### config.mk
export PLATFORM = sky130hd
export DESIGN_NAME = sys_top
export DESIGN_NICKNAME = d
export VERILOG_FILES = /design/src/hdl/sys_regs_pkg.sv /design/src/hdl/sysmon_pkg.sv /design/src/hdl/irq_ctrl.sv /design/src/hdl/sysmon_drp.sv /design/src/hdl/sys_block.sv /design/src/hdl/sys_top.sv
export SDC_FILE = /design/constraint.sdc
export NUM_CORES = 1
export LEC_CHECK = 0
export BUFFER_PORTS_ARGS = -buffer_cell sky130_fd_sc_hd__buf_2
export CORE_UTILIZATION = 25
export DETAILED_ROUTE_END_ITERATION = 6
export PLACE_DENSITY = 0.44
export SLEW_MARGIN = 40
export SYNTH_ARGS = -nofsm -noshare
export SYNTH_HDL_FRONTEND = slang
export SYNTH_SLANG_ARGS = --single-unit
### constraint.sdc
create_clock -name wb_clk_i -period 3.65 [get_ports wb_clk_i]
set_input_delay 0.73 -clock wb_clk_i [delete_from_list [all_inputs] [get_ports wb_clk_i]]
set_output_delay 0.73 -clock wb_clk_i [all_outputs]
set_load 0.05 [all_outputs]
### src/hdl/sys_regs_pkg.sv
package sys_regs_pkg;

  localparam int WB_ADR_W    = 32;
  localparam int REG_IDX_LSB = 1;

  typedef logic [15:0] wb_data_t;
  typedef logic [1:0]  wb_sel_t;
  typedef logic [3:0]  reg_idx_t;
  typedef logic [15:0] irq_vec_t;

  // register index, taken from address bits 4 to 1
  localparam reg_idx_t REG_BOARD_ID     = 4'd0;
  localparam reg_idx_t REG_REV_MAJOR    = 4'd1;
  localparam reg_idx_t REG_REV_MINOR    = 4'd2;
  localparam reg_idx_t REG_REV_RCS      = 4'd3;
  localparam reg_idx_t REG_RCS_UPTODATE = 4'd4;
  localparam reg_idx_t REG_SCRATCHPAD1  = 4'd5;
  localparam reg_idx_t REG_SCRATCHPAD0  = 4'd6;
  localparam reg_idx_t REG_SOFT_RESET   = 4'd7;
  localparam reg_idx_t REG_USER_IRQ     = 4'd8;
  localparam reg_idx_t REG_MON_ADDR     = 4'd9;
  localparam reg_idx_t REG_MON_DATA     = 4'd10;
  localparam reg_idx_t REG_MON_STATUS   = 4'd11;
  localparam reg_idx_t REG_IRQ_PENDING  = 4'd12;
  localparam reg_idx_t REG_IRQ_MASK     = 4'd13;

  // board identity
  localparam wb_data_t BOARD_ID     = 16'h5b0d;
  localparam wb_data_t REV_MAJOR    = 16'h0002;
  localparam wb_data_t REV_MINOR    = 16'h0007;
  localparam wb_data_t REV_RCS      = 16'h01c3;
  localparam logic     RCS_UPTODATE = 1'b1;

  // expand byte-lane selects to a bit mask
  function automatic wb_data_t lane_mask(wb_sel_t sel);
    return {{8{sel[1]}}, {8{sel[0]}}};
  endfunction

  // update only the selected byte lanes of a word
  function automatic wb_data_t lane_merge(wb_data_t old_val, wb_data_t new_val,
                                          wb_sel_t sel);
    wb_data_t m;
    m = lane_mask(sel);
    return (old_val & ~m) | (new_val & m);
  endfunction

endpackage

### src/hdl/sysmon_pkg.sv
package sysmon_pkg;

  typedef logic [6:0]  mon_addr_t;
  typedef logic [15:0] mon_data_t;
  typedef logic [2:0]  adc_chan_t;
  typedef logic [5:0]  cfg_idx_t;

  localparam int NUM_CHAN    = 8;
  localparam int CONV_CYCLES = 16;
  localparam int CFG_WORDS   = 64;

  typedef logic [$clog2(CONV_CYCLES)-1:0] conv_cnt_t;

  // results at 0x00..0x07, rest of the lower half reads zero
  localparam mon_addr_t MON_RESULT_BASE = 7'h00;
  // configuration RAM at 0x40..0x7f
  localparam mon_addr_t MON_CFG_BASE    = 7'h40;

  // request side, driven by the system block
  typedef struct packed {
    logic      den;
    logic      dwe;
    mon_addr_t daddr;
    mon_data_t di;
  } drp_req_t;

  // response side, driven by the monitor
  typedef struct packed {
    logic      drdy;
    mon_data_t dout;
    logic      busy;
  } drp_rsp_t;

endpackage

### src/hdl/irq_ctrl.sv
module irq_ctrl
  import sys_regs_pkg::*;
(
  input  logic     wb_clk_i,
  input  logic     wb_rst_i,
  input  irq_vec_t app_irq_i,
  input  logic     pend_clr_i,
  input  logic     mask_wr_i,
  input  wb_data_t wr_data_i,
  input  wb_sel_t  wr_sel_i,
  output irq_vec_t pending_o,
  output irq_vec_t mask_o,
  output logic     irq_o
);

  irq_vec_t app_q;
  irq_vec_t rise;
  irq_vec_t clr;

  // previous line levels, so a line high at reset does not count as an edge
  always_ff @(posedge wb_clk_i) begin
    app_q <= app_irq_i;
  end

  assign rise = app_irq_i & ~app_q;

  // write 1 to clear, limited to the selected lanes
  assign clr = pend_clr_i ? (irq_vec_t'(wr_data_i) & irq_vec_t'(lane_mask(wr_sel_i))) : '0;

  always_ff @(posedge wb_clk_i) begin
    if (wb_rst_i) begin
      pending_o <= '0;
      mask_o    <= '0;
      irq_o     <= 1'b0;
    end else begin
      // a new edge beats a clear in the same cycle
      pending_o <= (pending_o & ~clr) | rise;
      if (mask_wr_i) begin
        mask_o <= irq_vec_t'(lane_merge(wb_data_t'(mask_o), wr_data_i, wr_sel_i));
      end
      // request follows the pending bits by one cycle
      irq_o <= |(pending_o & mask_o);
    end
  end

endmodule

### src/hdl/sysmon_drp.sv
module sysmon_drp
  import sysmon_pkg::*;
(
  input  logic      wb_clk_i,
  input  logic      wb_rst_i,
  input  drp_req_t  drp_req_i,
  output drp_rsp_t  drp_rsp_o,
  input  mon_data_t adc_sample_i,
  output adc_chan_t adc_chan_o
);

  typedef enum logic [1:0] {
    S_IDLE,
    S_ACCESS,
    S_RESP,
    S_LATE
  } rsp_state_t;

  rsp_state_t state;

  conv_cnt_t conv_cnt;
  adc_chan_t chan;
  logic      busy;
  logic      store_now;

  mon_data_t results [NUM_CHAN];
  mon_data_t cfg_ram [CFG_WORDS];

  logic      acc_we;
  mon_addr_t acc_addr;
  mon_data_t acc_di;
  mon_data_t rd_data;
  mon_addr_t res_off;
  cfg_idx_t  cfg_idx;
  logic      is_cfg;
  logic      is_result;

  // last cycle of a conversion
  assign store_now = (conv_cnt == conv_cnt_t'(CONV_CYCLES - 1));

  always_ff @(posedge wb_clk_i) begin
    if (wb_rst_i) begin
      conv_cnt <= '0;
      chan     <= '0;
      busy     <= 1'b0;
    end else begin
      busy <= 1'b1;
      if (store_now) begin
        conv_cnt <= '0;
        chan     <= (chan == adc_chan_t'(NUM_CHAN - 1)) ? '0 : chan + 1'b1;
      end else begin
        conv_cnt <= conv_cnt + 1'b1;
      end
    end
  end

  always_ff @(posedge wb_clk_i) begin
    if (store_now) begin
      results[chan] <= adc_sample_i;
    end
  end

  assign is_cfg    = (acc_addr >= MON_CFG_BASE);
  assign cfg_idx   = cfg_idx_t'(acc_addr - MON_CFG_BASE);
  assign res_off   = acc_addr - MON_RESULT_BASE;
  assign is_result = !is_cfg && (res_off < mon_addr_t'(NUM_CHAN));

  // the result store holds the port, so an answer due then slips a cycle
  always_ff @(posedge wb_clk_i) begin
    if (wb_rst_i) begin
      state <= S_IDLE;
    end else begin
      case (state)
        S_IDLE:   if (drp_req_i.den) state <= S_ACCESS;
        S_ACCESS: state <= S_RESP;
        S_RESP:   state <= store_now ? S_LATE : S_IDLE;
        default:  state <= S_IDLE;
      endcase
    end
  end

  always_ff @(posedge wb_clk_i) begin
    if (state == S_IDLE && drp_req_i.den) begin
      acc_we   <= drp_req_i.dwe;
      acc_addr <= drp_req_i.daddr;
      acc_di   <= drp_req_i.di;
    end
    if (state == S_ACCESS) begin
      // result addresses are read only
      if (acc_we && is_cfg) begin
        cfg_ram[cfg_idx] <= acc_di;
      end
      if (is_cfg) begin
        rd_data <= cfg_ram[cfg_idx];
      end else if (is_result) begin
        rd_data <= results[adc_chan_t'(res_off)];
      end else begin
        rd_data <= '0;
      end
    end
  end

  assign drp_rsp_o.drdy = ((state == S_RESP) && !store_now) || (state == S_LATE);
  assign drp_rsp_o.dout = rd_data;
  assign drp_rsp_o.busy = busy;
  assign adc_chan_o     = chan;

endmodule

### src/hdl/sys_block.sv
module sys_block
  import sys_regs_pkg::*;
  import sysmon_pkg::*;
(
  input  logic                wb_clk_i,
  input  logic                wb_rst_i,
  input  logic                wb_cyc_i,
  input  logic                wb_stb_i,
  input  logic                wb_we_i,
  input  wb_sel_t             wb_sel_i,
  input  logic [WB_ADR_W-1:0] wb_adr_i,
  input  wb_data_t            wb_dat_i,
  output wb_data_t            wb_dat_o,
  output logic                wb_ack_o,
  output logic                soft_reset_o,
  output logic                irq_n_o,
  input  irq_vec_t            app_irq_i,
  input  mon_data_t           adc_sample_i,
  output adc_chan_t           adc_chan_o
);

  reg_idx_t  req_idx;
  reg_idx_t  rd_sel;
  logic      req;
  logic      req_wr;
  logic      mon_acc;

  logic [31:0] scratch_pad;
  logic        user_irq;

  // monitor window
  logic      mon_den;
  logic      mon_we;
  logic      mon_wait;
  mon_addr_t mon_addr;
  mon_data_t mon_data;
  drp_req_t  drp_req;
  drp_rsp_t  drp_rsp;

  irq_vec_t  irq_pending;
  irq_vec_t  irq_mask;
  logic      irq_req;

  assign req_idx = wb_adr_i[REG_IDX_LSB +: $bits(reg_idx_t)];
  // a request already being answered or waiting on the monitor is not taken again
  assign req     = wb_cyc_i & wb_stb_i & ~wb_ack_o & ~mon_wait;
  assign req_wr  = req & wb_we_i;
  assign mon_acc = (req_idx == REG_MON_DATA);

  always_ff @(posedge wb_clk_i) begin
    if (wb_rst_i) begin
      wb_ack_o     <= 1'b0;
      mon_den      <= 1'b0;
      mon_wait     <= 1'b0;
      soft_reset_o <= 1'b0;
      user_irq     <= 1'b1;
    end else begin
      wb_ack_o <= (req & ~mon_acc) | (mon_wait & drp_rsp.drdy);
      mon_den  <= req & mon_acc;
      if (req && mon_acc) begin
        mon_wait <= 1'b1;
      end else if (drp_rsp.drdy) begin
        mon_wait <= 1'b0;
      end
      if (req_wr && wb_sel_i[0]) begin
        if (req_idx == REG_SOFT_RESET) begin
          soft_reset_o <= wb_dat_i[0];
        end
        if (req_idx == REG_USER_IRQ) begin
          user_irq <= wb_dat_i[0];
        end
      end
    end
  end

  always_ff @(posedge wb_clk_i) begin
    if (req) begin
      rd_sel <= req_idx;
    end
    if (req && mon_acc) begin
      mon_we <= wb_we_i;
    end
    if (req_wr) begin
      case (req_idx)
        REG_SCRATCHPAD1: scratch_pad[31:16] <= lane_merge(scratch_pad[31:16], wb_dat_i, wb_sel_i);
        REG_SCRATCHPAD0: scratch_pad[15:0]  <= lane_merge(scratch_pad[15:0], wb_dat_i, wb_sel_i);
        REG_MON_ADDR: begin
          if (wb_sel_i[0]) begin
            mon_addr <= wb_dat_i[6:0];
          end
        end
        REG_MON_DATA:    mon_data <= lane_merge(mon_data, wb_dat_i, wb_sel_i);
        default: ;
      endcase
    end
    // read data lands together with ack
    if (mon_wait && drp_rsp.drdy && !mon_we) begin
      mon_data <= drp_rsp.dout;
    end
  end

  always_comb begin
    case (rd_sel)
      REG_BOARD_ID:     wb_dat_o = BOARD_ID;
      REG_REV_MAJOR:    wb_dat_o = REV_MAJOR;
      REG_REV_MINOR:    wb_dat_o = REV_MINOR;
      REG_REV_RCS:      wb_dat_o = REV_RCS;
      REG_RCS_UPTODATE: wb_dat_o = wb_data_t'(RCS_UPTODATE);
      REG_SCRATCHPAD1:  wb_dat_o = scratch_pad[31:16];
      REG_SCRATCHPAD0:  wb_dat_o = scratch_pad[15:0];
      REG_SOFT_RESET:   wb_dat_o = wb_data_t'(soft_reset_o);
      REG_USER_IRQ:     wb_dat_o = wb_data_t'(user_irq);
      REG_MON_ADDR:     wb_dat_o = wb_data_t'(mon_addr);
      REG_MON_DATA:     wb_dat_o = mon_data;
      REG_MON_STATUS:   wb_dat_o = wb_data_t'(drp_rsp.busy);
      REG_IRQ_PENDING:  wb_dat_o = irq_pending;
      REG_IRQ_MASK:     wb_dat_o = irq_mask;
      default:          wb_dat_o = '0;
    endcase
  end

  // user bit low forces the interrupt
  assign irq_n_o = user_irq & ~irq_req;

  assign drp_req.den   = mon_den;
  assign drp_req.dwe   = mon_we;
  assign drp_req.daddr = mon_addr;
  assign drp_req.di    = mon_data;

  sysmon_drp u_sysmon (
    .wb_clk_i     (wb_clk_i),
    .wb_rst_i     (wb_rst_i),
    .drp_req_i    (drp_req),
    .drp_rsp_o    (drp_rsp),
    .adc_sample_i (adc_sample_i),
    .adc_chan_o   (adc_chan_o)
  );

  irq_ctrl u_irq (
    .wb_clk_i   (wb_clk_i),
    .wb_rst_i   (wb_rst_i),
    .app_irq_i  (app_irq_i),
    .pend_clr_i (req_wr && (req_idx == REG_IRQ_PENDING)),
    .mask_wr_i  (req_wr && (req_idx == REG_IRQ_MASK)),
    .wr_data_i  (wb_dat_i),
    .wr_sel_i   (wb_sel_i),
    .pending_o  (irq_pending),
    .mask_o     (irq_mask),
    .irq_o      (irq_req)
  );

endmodule

### src/hdl/sys_top.sv
module sys_top
  import sys_regs_pkg::*;
  import sysmon_pkg::*;
(
  input  logic                wb_clk_i,
  input  logic                wb_rst_i,
  input  logic                wb_cyc_i,
  input  logic                wb_stb_i,
  input  logic                wb_we_i,
  input  wb_sel_t             wb_sel_i,
  input  logic [WB_ADR_W-1:0] wb_adr_i,
  input  wb_data_t            wb_dat_i,
  output wb_data_t            wb_dat_o,
  output logic                wb_ack_o,
  output logic                soft_reset_o,
  output logic                irq_n_o,
  input  irq_vec_t            app_irq_i,
  input  mon_data_t           adc_sample_i,
  output adc_chan_t           adc_chan_o
);

  sys_block u_sys_block (
    .wb_clk_i     (wb_clk_i),
    .wb_rst_i     (wb_rst_i),
    .wb_cyc_i     (wb_cyc_i),
    .wb_stb_i     (wb_stb_i),
    .wb_we_i      (wb_we_i),
    .wb_sel_i     (wb_sel_i),
    .wb_adr_i     (wb_adr_i),
    .wb_dat_i     (wb_dat_i),
    .wb_dat_o     (wb_dat_o),
    .wb_ack_o     (wb_ack_o),
    .soft_reset_o (soft_reset_o),
    .irq_n_o      (irq_n_o),
    .app_irq_i    (app_irq_i),
    .adc_sample_i (adc_sample_i),
    .adc_chan_o   (adc_chan_o)
  );

endmodule

Word-level counts from Yosys, hierarchy flattened. Memories as Yosys holds them, arrays and structs flattened. A register that Yosys moved wholly into a read port is not among the register bits. Cells that the tools add are included.

Memory bits (writable): 1152. Output and inout port bits: 22. Input bits: 87. Word-level logic and storage cells: 133. Bits in registers: 164. Memories: 2.

Memories: u_sys_block.u_sysmon.cfg_ram (depth 64, bits a word 16, rd ports 1, clocked after Yosys merged registers in 0, write ports 1, line sysmon_drp.sv:27) `mon_data_t cfg_ram [CFG_WORDS];`; u_sys_block.u_sysmon.results (depth 8, bits a word 16, rd ports 1, clocked after Yosys merged registers in 1, write ports 1, line sysmon_drp.sv:26) `mon_data_t results [NUM_CHAN];`.

Add/sub/neg operators: 3. Reductions and logical operators: 27. Bitwise gates (word level): 29. Equal/unequal tests: 27. Multiplexer cells: 20. Order comparisons: 2.

Operator list (count): 16-bit case mux with 14 select lines (1); 16-bit AND (8); 16-bit 2-to-1 mux (6); 16-bit OR (5); 4-bit equality test, second input constant (12); 16-bit inverter (3); 4-bit by 3-bit equality test with 1-bit output, second input constant (7); 16-bit OR reduction (1); 1-bit logical AND (10); 2-bit AND reduction (5); 1-bit AND (8); 4-bit by 2-bit equality test with 1-bit output, second input constant (2); 1-bit 2-to-1 mux (8); 7-bit >= comparator, second input constant (1); 7-bit by 4-bit < comparator with 1-bit output, second input constant (1); 3-bit 2-to-1 mux (2); 2-bit case mux with 3 select lines (1); 2-bit nonzero test (3); 6-bit by 1-bit subtractor with 6-bit output, second input constant (1); 4-bit by 1-bit adder with 4-bit output, second input constant (1); 2-bit equality test, second input constant (2); 4-bit by 1-bit equality test with 1-bit output, second input constant (1); 4-bit logical NOT (1); 2-bit 2-to-1 mux (2); other kinds (11) (16).

Longest topological paths before layout. Gate-level depths: netlist of run 1.

Depth in word-level cells: 9. Mapped depth: 10.

By module. From an unflattened synthesis of run 1, not the netlist that was laid out.

Cell total of the unflattened synthesis: 2600. Area, all modules: 51383.0 µm².

By module, submodules not included: sysmon_drp (cells each 2119, instances 1, sequential area each 36114.6 µm², area each 46437.0 µm²); sys_block (cells each 296, instances 1, sequential area each 1901.8 µm², area each 3258.1 µm²); irq_ctrl (cells each 185, instances 1, sequential area each 980.9 µm², area each 1687.9 µm²).

Worst setup path before layout of run 1. Ideal clock, no wire load.

Path type: reg-to-reg. Start: reg u_sys_block.u_sysmon.state[0]. End: mem u_sys_block.u_sysmon.cfg_ram[47][0] (netlist bit) (enable). Required time: 3.261 ns. Cell stages (with the launch flop): 6. Data arrival time: 2.607 ns. Path slack: 0.654 ns. Setup time: 0.389 ns. Cell sequence: dfxtp_1 -> nor2b_1 -> nand3_1 -> nor2_1 -> nand3_1 -> nor2_1.

Word-level cells in the longest chain between the ends: 3.

RTL lines: start, declared (line sysmon_drp.sv:19) `rsp_state_t state;`; start signal, assigned (line sysmon_drp.sv:76) `S_RESP: state <= store_now ? S_LATE : S_IDLE;`; 2-bit by 1-bit equality test with 1-bit output (line sysmon_drp.sv:88) `if (state == S_ACCESS) begin`; 1-bit 2-to-1 mux (line sysmon_drp.sv:88); 1-bit 2-to-1 mux (not written as such) (line sysmon_drp.sv:91) `cfg_ram[cfg_idx] <= acc_di;`; end, declared (line sysmon_drp.sv:27).

Every way passes these cells.

Final worst setup path of run 1.
Start: reg u_sys_block.rd_sel[3]. End: out wb_dat_o[0].

Word-level cells in the longest chain between the ends: 2.

RTL lines: start, declared (line sys_block.sv:23) `reg_idx_t rd_sel;`; start signal, assigned (line sys_block.sv:78) `rd_sel <= req_idx;`; 4-bit equality test, or another cell as far along (line sys_block.sv:103) `case (rd_sel)`; 16-bit case mux with 14 select lines (*) (line sys_block.sv:103); end, declared (line sys_top.sv:13) `output wb_data_t wb_dat_o,`.

Mark *: on every way between the ends. The rest lies on a longest branch, timed or not.

==> results of run 1 <==
[worst max path at each step]
stage,end,slack [ps],depth (start not counted)
floorplan,u_sys_block.u_sysmon.cfg_ram[47][0],650,5
global placement,u_sys_block.u_sysmon.rd_data[7],510,6
detailed placement,u_sys_block.u_sysmon.rd_data[7],530,6
CTS,wb_dat_o[8],3,6
global route,wb_dat_o[2],4,7
finish,wb_dat_o[0],170,5
[state kept, by name (all words and copies together) (netlist names), 2 cells and up, named ones only]
| signal | count |
|---|---|
| u_sys_block.u_sysmon.cfg_ram | 1024 |
| u_sys_block.u_sysmon.results | 128 |
| u_sys_block.u_irq.app_q | 16 |
| u_sys_block.u_irq.pending_o | 16 |
| u_sys_block.u_sysmon.acc_di | 16 |
| u_sys_block.u_sysmon.rd_data | 16 |
| u_sys_block.mon_addr | 7 |
| u_sys_block.u_sysmon.acc_addr | 7 |
| u_sys_block.rd_sel | 4 |
| u_sys_block.u_sysmon.conv_cnt | 4 |
| u_sys_block.u_sysmon.adc_chan_o | 3 |
| u_sys_block.u_sysmon.state | 2 |
[kinds of logic (layout without fill, tap and decap cells)]
kind of cell,Yosys count,after routing
xor gates and xnor gates,1,1
muxes,395,395
adders and majority gates,3,3
DFF,1322,1322
buffers and inverters,141,578
other,0,6
AOI/OAI and AO/OA,288,288
and+or+nand+nor,354,354
[cell usage after synthesis, types with 5 or more instances]
cell type / count / share of area [%]
o211ai_1: 6 / 0.089
nor3_1: 17 / 0.17
mux2_2: 7 / 0.16
and2_1: 5 / 0.062
nand3b_1: 7 / 0.10
buf_2: 41 / 0.40
buf_6: 15 / 0.33
o21ai_0: 68 / 0.67
o21bai_1: 5 / 0.074
a221oi_1: 20 / 0.34
clkbuf_1: 44 / 0.32
edfxtp_1: 1252 / 74
a22oi_1: 43 / 0.64
nor4_1: 6 / 0.074
o22ai_1: 18 / 0.22
nand3_1: 15 / 0.15
nor2_1: 138 / 1.0
and3_1: 8 / 0.098
buf_4: 17 / 0.25
a222oi_1: 6 / 0.12
mux4_2: 270 / 12
inv_1: 8 / 0.059
dfxtp_1: 70 / 2.8
a221o_1: 17 / 0.33
a22o_1: 21 / 0.36
buf_1: 12 / 0.089
nand2b_1: 15 / 0.18
nand2_1: 84 / 0.62
nor2b_1: 44 / 0.54
o221ai_1: 14 / 0.24
a211oi_1: 16 / 0.24
a21oi_1: 45 / 0.44
mux2i_1: 118 / 2.3
[metrics by stage]
step                      total power, W  setup WS [ps]  hold slack, ps
after floorplan                   0.0170            654             417
after global placement            0.0171            514             449
after detailed placement          0.0171            531             440
after CTS                         0.0317           2.97           0.672
after global routing              0.0323           4.22            19.3
final                             0.0313            171            67.3
[area by class of cell]
cell class,count,area (um2)
Inverter,9,37.5
Fill cell,19600,142000
Tap cell,2672,3340
Multi-Input combinational cell,1041,11200
Clock inverter,79,696
Sequential cell,1322,39000
Timing Repair Buffer,298,2290
Antenna cell,6,15.0
Clock buffer,192,4020
[power by group through the flow]
stage          clock, W  combinational (W)  sequential (W)
2_1_floorplan         0           0.000195          0.0168
3_3_place_gp          0           0.000355          0.0168
4_1_cts          0.0149           0.000363          0.0164
6_report         0.0145           0.000362          0.0164
5_1_grt          0.0155           0.000389          0.0164
3_5_place_dp          0           0.000359          0.0168
[worst register-to-register path: cells and delay by family (launching register included)]
kind | cells | cell delay, ps
buffers and inverters | 3 | 720
and+or+nand+nor | 2 | 140
AOI/OAI and AO/OA | 3 | 1440
DFF | 1 | 530
[cell usage in the layout, fill, tap and decap left out, types with 15 or more instances in the layout]
| cell | n |
|---|---|
| edfxtp_1 | 1252 |
| mux4_2 | 270 |
| buf_4 | 192 |
| clkbuf_16 | 153 |
| mux2i_1 | 118 |
| nor2_1 | 104 |
| nand2_1 | 84 |
| buf_2 | 82 |
| o21ai_0 | 68 |
| dfxtp_1 | 66 |
| a21oi_1 | 44 |
| a22oi_1 | 43 |
| nor2b_1 | 43 |
| clkbuf_1 | 35 |
| nor2_2 | 34 |
| clkinv_1 | 34 |
| a22o_1 | 21 |
| clkinv_2 | 20 |
| a221oi_1 | 19 |
| buf_12 | 19 |
| o22ai_1 | 18 |
| a221o_1 | 17 |
| a211oi_1 | 16 |
| nand2b_1 | 15 |
| nand3_1 | 15 |
[per-layer routing]
layer / wire length, um / vias to the layer above / GRT usage, %
li1: - / 11000 / -
met1: 63500 / 13600 / 18.5
met2: 67300 / 568 / 22.0
met3: 6520 / 169 / 2.55
met4: 2520 / 0 / 3.37
met5: 0 / - / 0
[repair_timing]
action,in CTS,in global routing
pin swaps,0,0
hold buffers,1,0
endpoints found under the hold margin,1,0
gates resized for setup,0,4
setup endpoints to repair,10,10
setup buffers,1,1
==> impl_metrics.tcl, run 1 <==
set metrics [dict create \
    grt_pass1_wl_um 198000 \
    switching_power_w 0.00631 \
    clock_latency_ps 780 \
    end_kind "primary output" \
    dr_total_vias 25400 \
    dieHeight_um 453 \
    cp_data_required_time_ps 2920 \
    syn_area_um2 50800 \
    synth_compound_area_share_pct 3.92 \
    comb_power_share_pct 1.2 \
    critical_path.startpoint_type "flop" \
    worst-path-buf-inv 2 \
    cts_tree "done" \
    io_buffers 80 \
    internal_power_w 0.0250 \
    routed_wl_um 140000 \
    initial_core_util_pct 25.1 \
    period_minus_slack_ps 3480 \
    yosys.area_share.simple_pct 3.28 \
    drive_above_1_share_pct 28.3 \
    cts_buffer_depth 3 \
    ys_ff_latch 1322 \
    pwr-share-clk_pct 46.4 \
    core_um2 202000 \
    drt_pre_antenna_iters 7 \
    syn_nets 2594 \
    setup_viol 0 \
    critical_path_arrival_ps 2750 \
    path_class "reg2out" \
    vdd_drop_max_uv 271 \
    wl_per_cell_um 24.9 \
    gp_congestion 0.810 \
    final_util_pct 30.0 \
    fin_skew_ps 21.0 \
    clk_pin_slew_ps 60 \
    grt_pass1_vias 26100 \
    synth_area_per_cell_um2 20.3 \
    synth_edf_count 1252 \
    reg2reg_depth 8 \
    fin_cells 5619 \
    nets 2910 \
    dieArea_um2 205000 \
    slew_headroom_pct 39.0 \
    hold_path_startpoint "app_irq_i[5]" \
    postRouteAntennaNets 0 \
    grt_max_degree 65 \
    power_leakage_nw 19.1 \
    crit_path_top_delay_cell "edfxtp_1" \
    placed_cell_area_um2 55800 \
    dp_hpwl_um 86800 \
    worst_pin_slew_ps 915 \
    crit_family "compound AO/OA/AOI/OAI gates" \
    path_max_fanout 9 \
    hold_viol 0 \
    initialDrtViolationCount 2299 \
    fin_crit_sh_pct 95.3 \
    fmax_mhz 287 \
    syn_inst 2504 \
    status "finished clean" \
    holdPathStages 1 \
    whs_endpoint "u_sys_block.u_irq.app_q[5]" \
    boundaryPins 109 \
    area_growth_pct 19.2 \
    h-tree-depth 4 \
    placementRows 165 \
    grt_antenna_before_repair 2 \
    synthXorXnorAreaFrac_pct 0.0172 \
    max-cap-violations 0 \
    ys_types 56 \
    synth_warnings 0 \
    path_cells "clkinvlp_4 -> a311oi_1 -> o21ai_0 -> a221o_1 -> buf_2" \
    finish.instance_area_um2 60600 \
    cpPeakStageDelay_ps 620 \
    maxSlewViolCount 0 \
    fin_setup_tns_ps 0 \
    numClockSinks 1322 \
    hp-class "in2reg" \
    cp-startpoint "u_sys_block.rd_sel[3]" \
    rsz0062_at_grt "false" \
    worstReg2RegEnd "u_sys_block.u_sysmon.rd_data[7]" \
    switching_share_pct 20.2 \
    synth_top_family_by_area "multiplexers" \
    powerDensity_nw_per_um2 517 \
    synthAdderAreaFrac_pct 0.0738 \
    groute.usage.overall_pct 13.5 \
    async_flop_share_pct 0 \
    die_width_um 453 \
    grt_overflow_total 0 \
    place_inst 5337 \
    reg2reg_slack_ps 570 \
    viasPerCell 4.51 \
    numCtsBuffers 148 \
    clockRootBuffer "clkbuf_16" \
    synth_top_flop_cell "edfxtp_1" \
    synth.area.mux_share_pct 14.4 \
    seq_area_frac_synth_pct 76.7 \
    remaining_drc_errors 0 \
    pwr-share-seq_pct 52.5 \
]
Note: power is estimated with default switching activity, not from simulation.
==> run 2, diff against run 1 <==
SETUP_SLACK_MARGIN = 0.4   (was not set)
SLEW_MARGIN = 20   (was 40)
==> run 2 against run 1 <==
Compared with the run above:
- register-to-register slack about the same
- first-iteration DRC count is 5.9% higher
- setup slack better by 260 ps
- clock skew grew 2.6 ps
- cell count grew 0.28%
- sequential share of layout area is 0.22 points lower
- global-route usage about the same
- clock power is essentially flat
- combinational power up 6.4%
- critical path type unchanged
- largest power group unchanged
==> impl_metrics.tcl, run 2 (synthesis gave the netlist of run 1 again) <==
set metrics [dict create \
    cp_data_required_time_ps 2920 \
    placementRows 165 \
    end_kind "primary output" \
    worst_pin_slew_ps 1140 \
    dieArea_um2 205000 \
    whs_endpoint "u_sys_block.u_irq.app_q[1]" \
    maxSlewViolCount 0 \
    clock_latency_ps 780 \
    hp-class "in2reg" \
    top_regs "u_sys_block.u_sysmon.cfg_ram x1024, u_sys_block.u_sysmon.results x128" \
    dp_hpwl_um 86300 \
    hold_ws_ps 70.2 \
    slew_headroom_pct 24.2 \
    vdd_drop_max_uv 371 \
    reg2reg_depth 5 \
    internal_power_w 0.0251 \
    period_minus_slack_ps 3220 \
    routed_wl_um 140000 \
    reg2reg_slack_ps 570 \
    cts_buffer_depth 3 \
    rsz0062_at_grt "true" \
    h-tree-depth 4 \
    groute.usage.overall_pct 13.5 \
    area_growth_pct 19.6 \
    remaining_drc_errors 0 \
    grt_pass1_vias 26200 \
    powerDensity_nw_per_um2 518 \
    viasPerCell 4.51 \
    fin_setup_tns_ps 0 \
    gp_congestion 0.810 \
    pwr-share-clk_pct 46.5 \
    grt_antenna_before_repair 4 \
    regMostFlops "u_sys_block.u_sysmon.cfg_ram" \
    grt_max_degree 65 \
    fin_ws_ps 429 \
    critical_path.startpoint_type "flop" \
    path_common_cell "buf_4" \
    setup_viol 0 \
    initialDrtViolationCount 2434 \
    path_max_fanout 6 \
    grt_pass1_wl_um 198000 \
    drt_pre_antenna_iters 7 \
    mostFrequentLayoutCells "1252 x edfxtp_1, 270 x mux4_2, 213 x buf_4, 153 x clkbuf_16, 118 x mux2i_1" \
    pwr-share-seq_pct 52.3 \
    dr_total_vias 25400 \
    dieHeight_um 453 \
    holdPathStages 1 \
    core_um2 202000 \
    r2r-start "u_sys_block.u_sysmon.acc_addr[6]" \
    path_class "reg2out" \
    comb_power_share_pct 1.2 \
    boundaryPins 109 \
    cts_tree "done" \
    switching_share_pct 20.1 \
    clockRootBuffer "clkbuf_16" \
    fin_crit_sh_pct 88.3 \
    status "finished clean" \
    postRouteAntennaNets 0 \
    hold_path_startpoint "app_irq_i[1]" \
    initial_core_util_pct 25.1 \
    wl_per_cell_um 24.9 \
    die_width_um 453 \
    switching_power_w 0.00632 \
    drive_above_1_share_pct 28.9 \
    placed_cell_area_um2 55700 \
    crit_path_top_delay_cell "edfxtp_1" \
    cpPeakStageDelay_ps 450 \
    nets 2924 \
    critical_path_arrival_ps 2490 \
    clk_pin_slew_ps 50 \
    worstReg2RegEnd "u_sys_block.u_sysmon.cfg_ram[61][4]" \
    layout_commonest_cell "edfxtp_1" \
    finish.instance_area_um2 60800 \
    power_leakage_nw 19.2 \
    largest_register_ffs 1024 \
    io_buffers 80 \
    fin_skew_ps 23.6 \
    hold_viol 0 \
    place_ws_ps 529 \
    hold_buffers 0 \
    path_cells "buf_4 -> nand2b_2 -> nor3_2 -> buf_4 -> a222oi_1 -> nand2_1 -> buf_2" \
    numClockSinks 1322 \
    max-cap-violations 0 \
    fmax_mhz 310 \
    grt_overflow_total 0 \
    numCtsBuffers 150 \
]
## run 2: cell types whose count changed in the layout (fill, tap and decap cells not counted), moves of 3 or more
| cell | delta |
|---|---|
| buf_4 | +21 |
| buf_2 | -13 |
| clkbuf_1 | +10 |
| clkinv_1 | -10 |
| clkinv_2 | +4 |
| clkbuf_4 | +3 |
| clkinv_4 | +3 |
| clkinv_8 | -3 |
| clkinvlp_4 | -3 |
| inv_6 | +3 |
| nand2b_1 | -3 |
| nor2b_1 | -3 |
## run 2: through the flow
step	total power (W)	std cells	utilization, %
after detailed placement	0.0171	5333	27.6
final	0.0315	5635	30.1
after global routing	0.0324	5631	30.1
after CTS	0.0319	5619	30.0
after global placement	0.0171	5333	27.6
after floorplan	0.0170	2504	-
## run 2: power by group through the flow
stage / logic (W) / registers [W] / clock network [W]
floorplan: 0.000195 / 0.0168 / 0
finish: 0.000385 / 0.0164 / 0.0146
detailed placement: 0.000358 / 0.0168 / 0
CTS: 0.000381 / 0.0164 / 0.0150
global route: 0.000415 / 0.0164 / 0.0156
global placement: 0.000355 / 0.0168 / 0
## run 2: cell type report
| cell class | count | area, um2 |
|---|---|---|
| diodes | 5 | 12.5 |
| inverters | 9 | 38.8 |
| clock inverters | 74 | 697 |
| flip-flops and latches | 1322 | 39000 |
| repair buffers | 310 | 2410 |
| well taps | 2672 | 3340 |
| fillers | 19600 | 141000 |
| multi-input cells | 1041 | 11200 |
| clock buffers | 202 | 4050 |
## run 2: critical path, delay by kind of cell, from the launching register on
family	cells	cell delay, ps
and+or+nand+nor	3	290
buffers and inverters	3	580
DFF	1	450
AOI/OAI and AO/OA	1	400
## run 2: how the worst max path moves through the flow
stage / startpoint / endpoint
final: u_sys_block.rd_sel[1] / wb_dat_o[13]
after global routing: u_sys_block.rd_sel[1] / wb_dat_o[13]
after CTS: u_sys_block.rd_sel[1] / wb_dat_o[2]
after detailed placement: flop / u_sys_block.u_sysmon.rd_data[6]
after global placement: flop / u_sys_block.u_sysmon.rd_data[7]
after floorplan: u_sys_block.u_sysmon.state[0] / u_sys_block.u_sysmon.cfg_ram[47][0]
## run 2: what timing repair did
item,in CTS,in global routing
pin swaps,5,3
gates resized for setup,27,9
gates cloned,0,0
setup buffers,10,10
endpoints found under the setup margin,16,16
## run 2: routing by layer
metal	GRT usage (%)	wire length, um	vias up
met2	21.6	66600	627
met1	18.4	62700	13500
met3	2.69	7310	196
met4	4.36	3800	0
li1	-	-	11100
met5	0	0	-
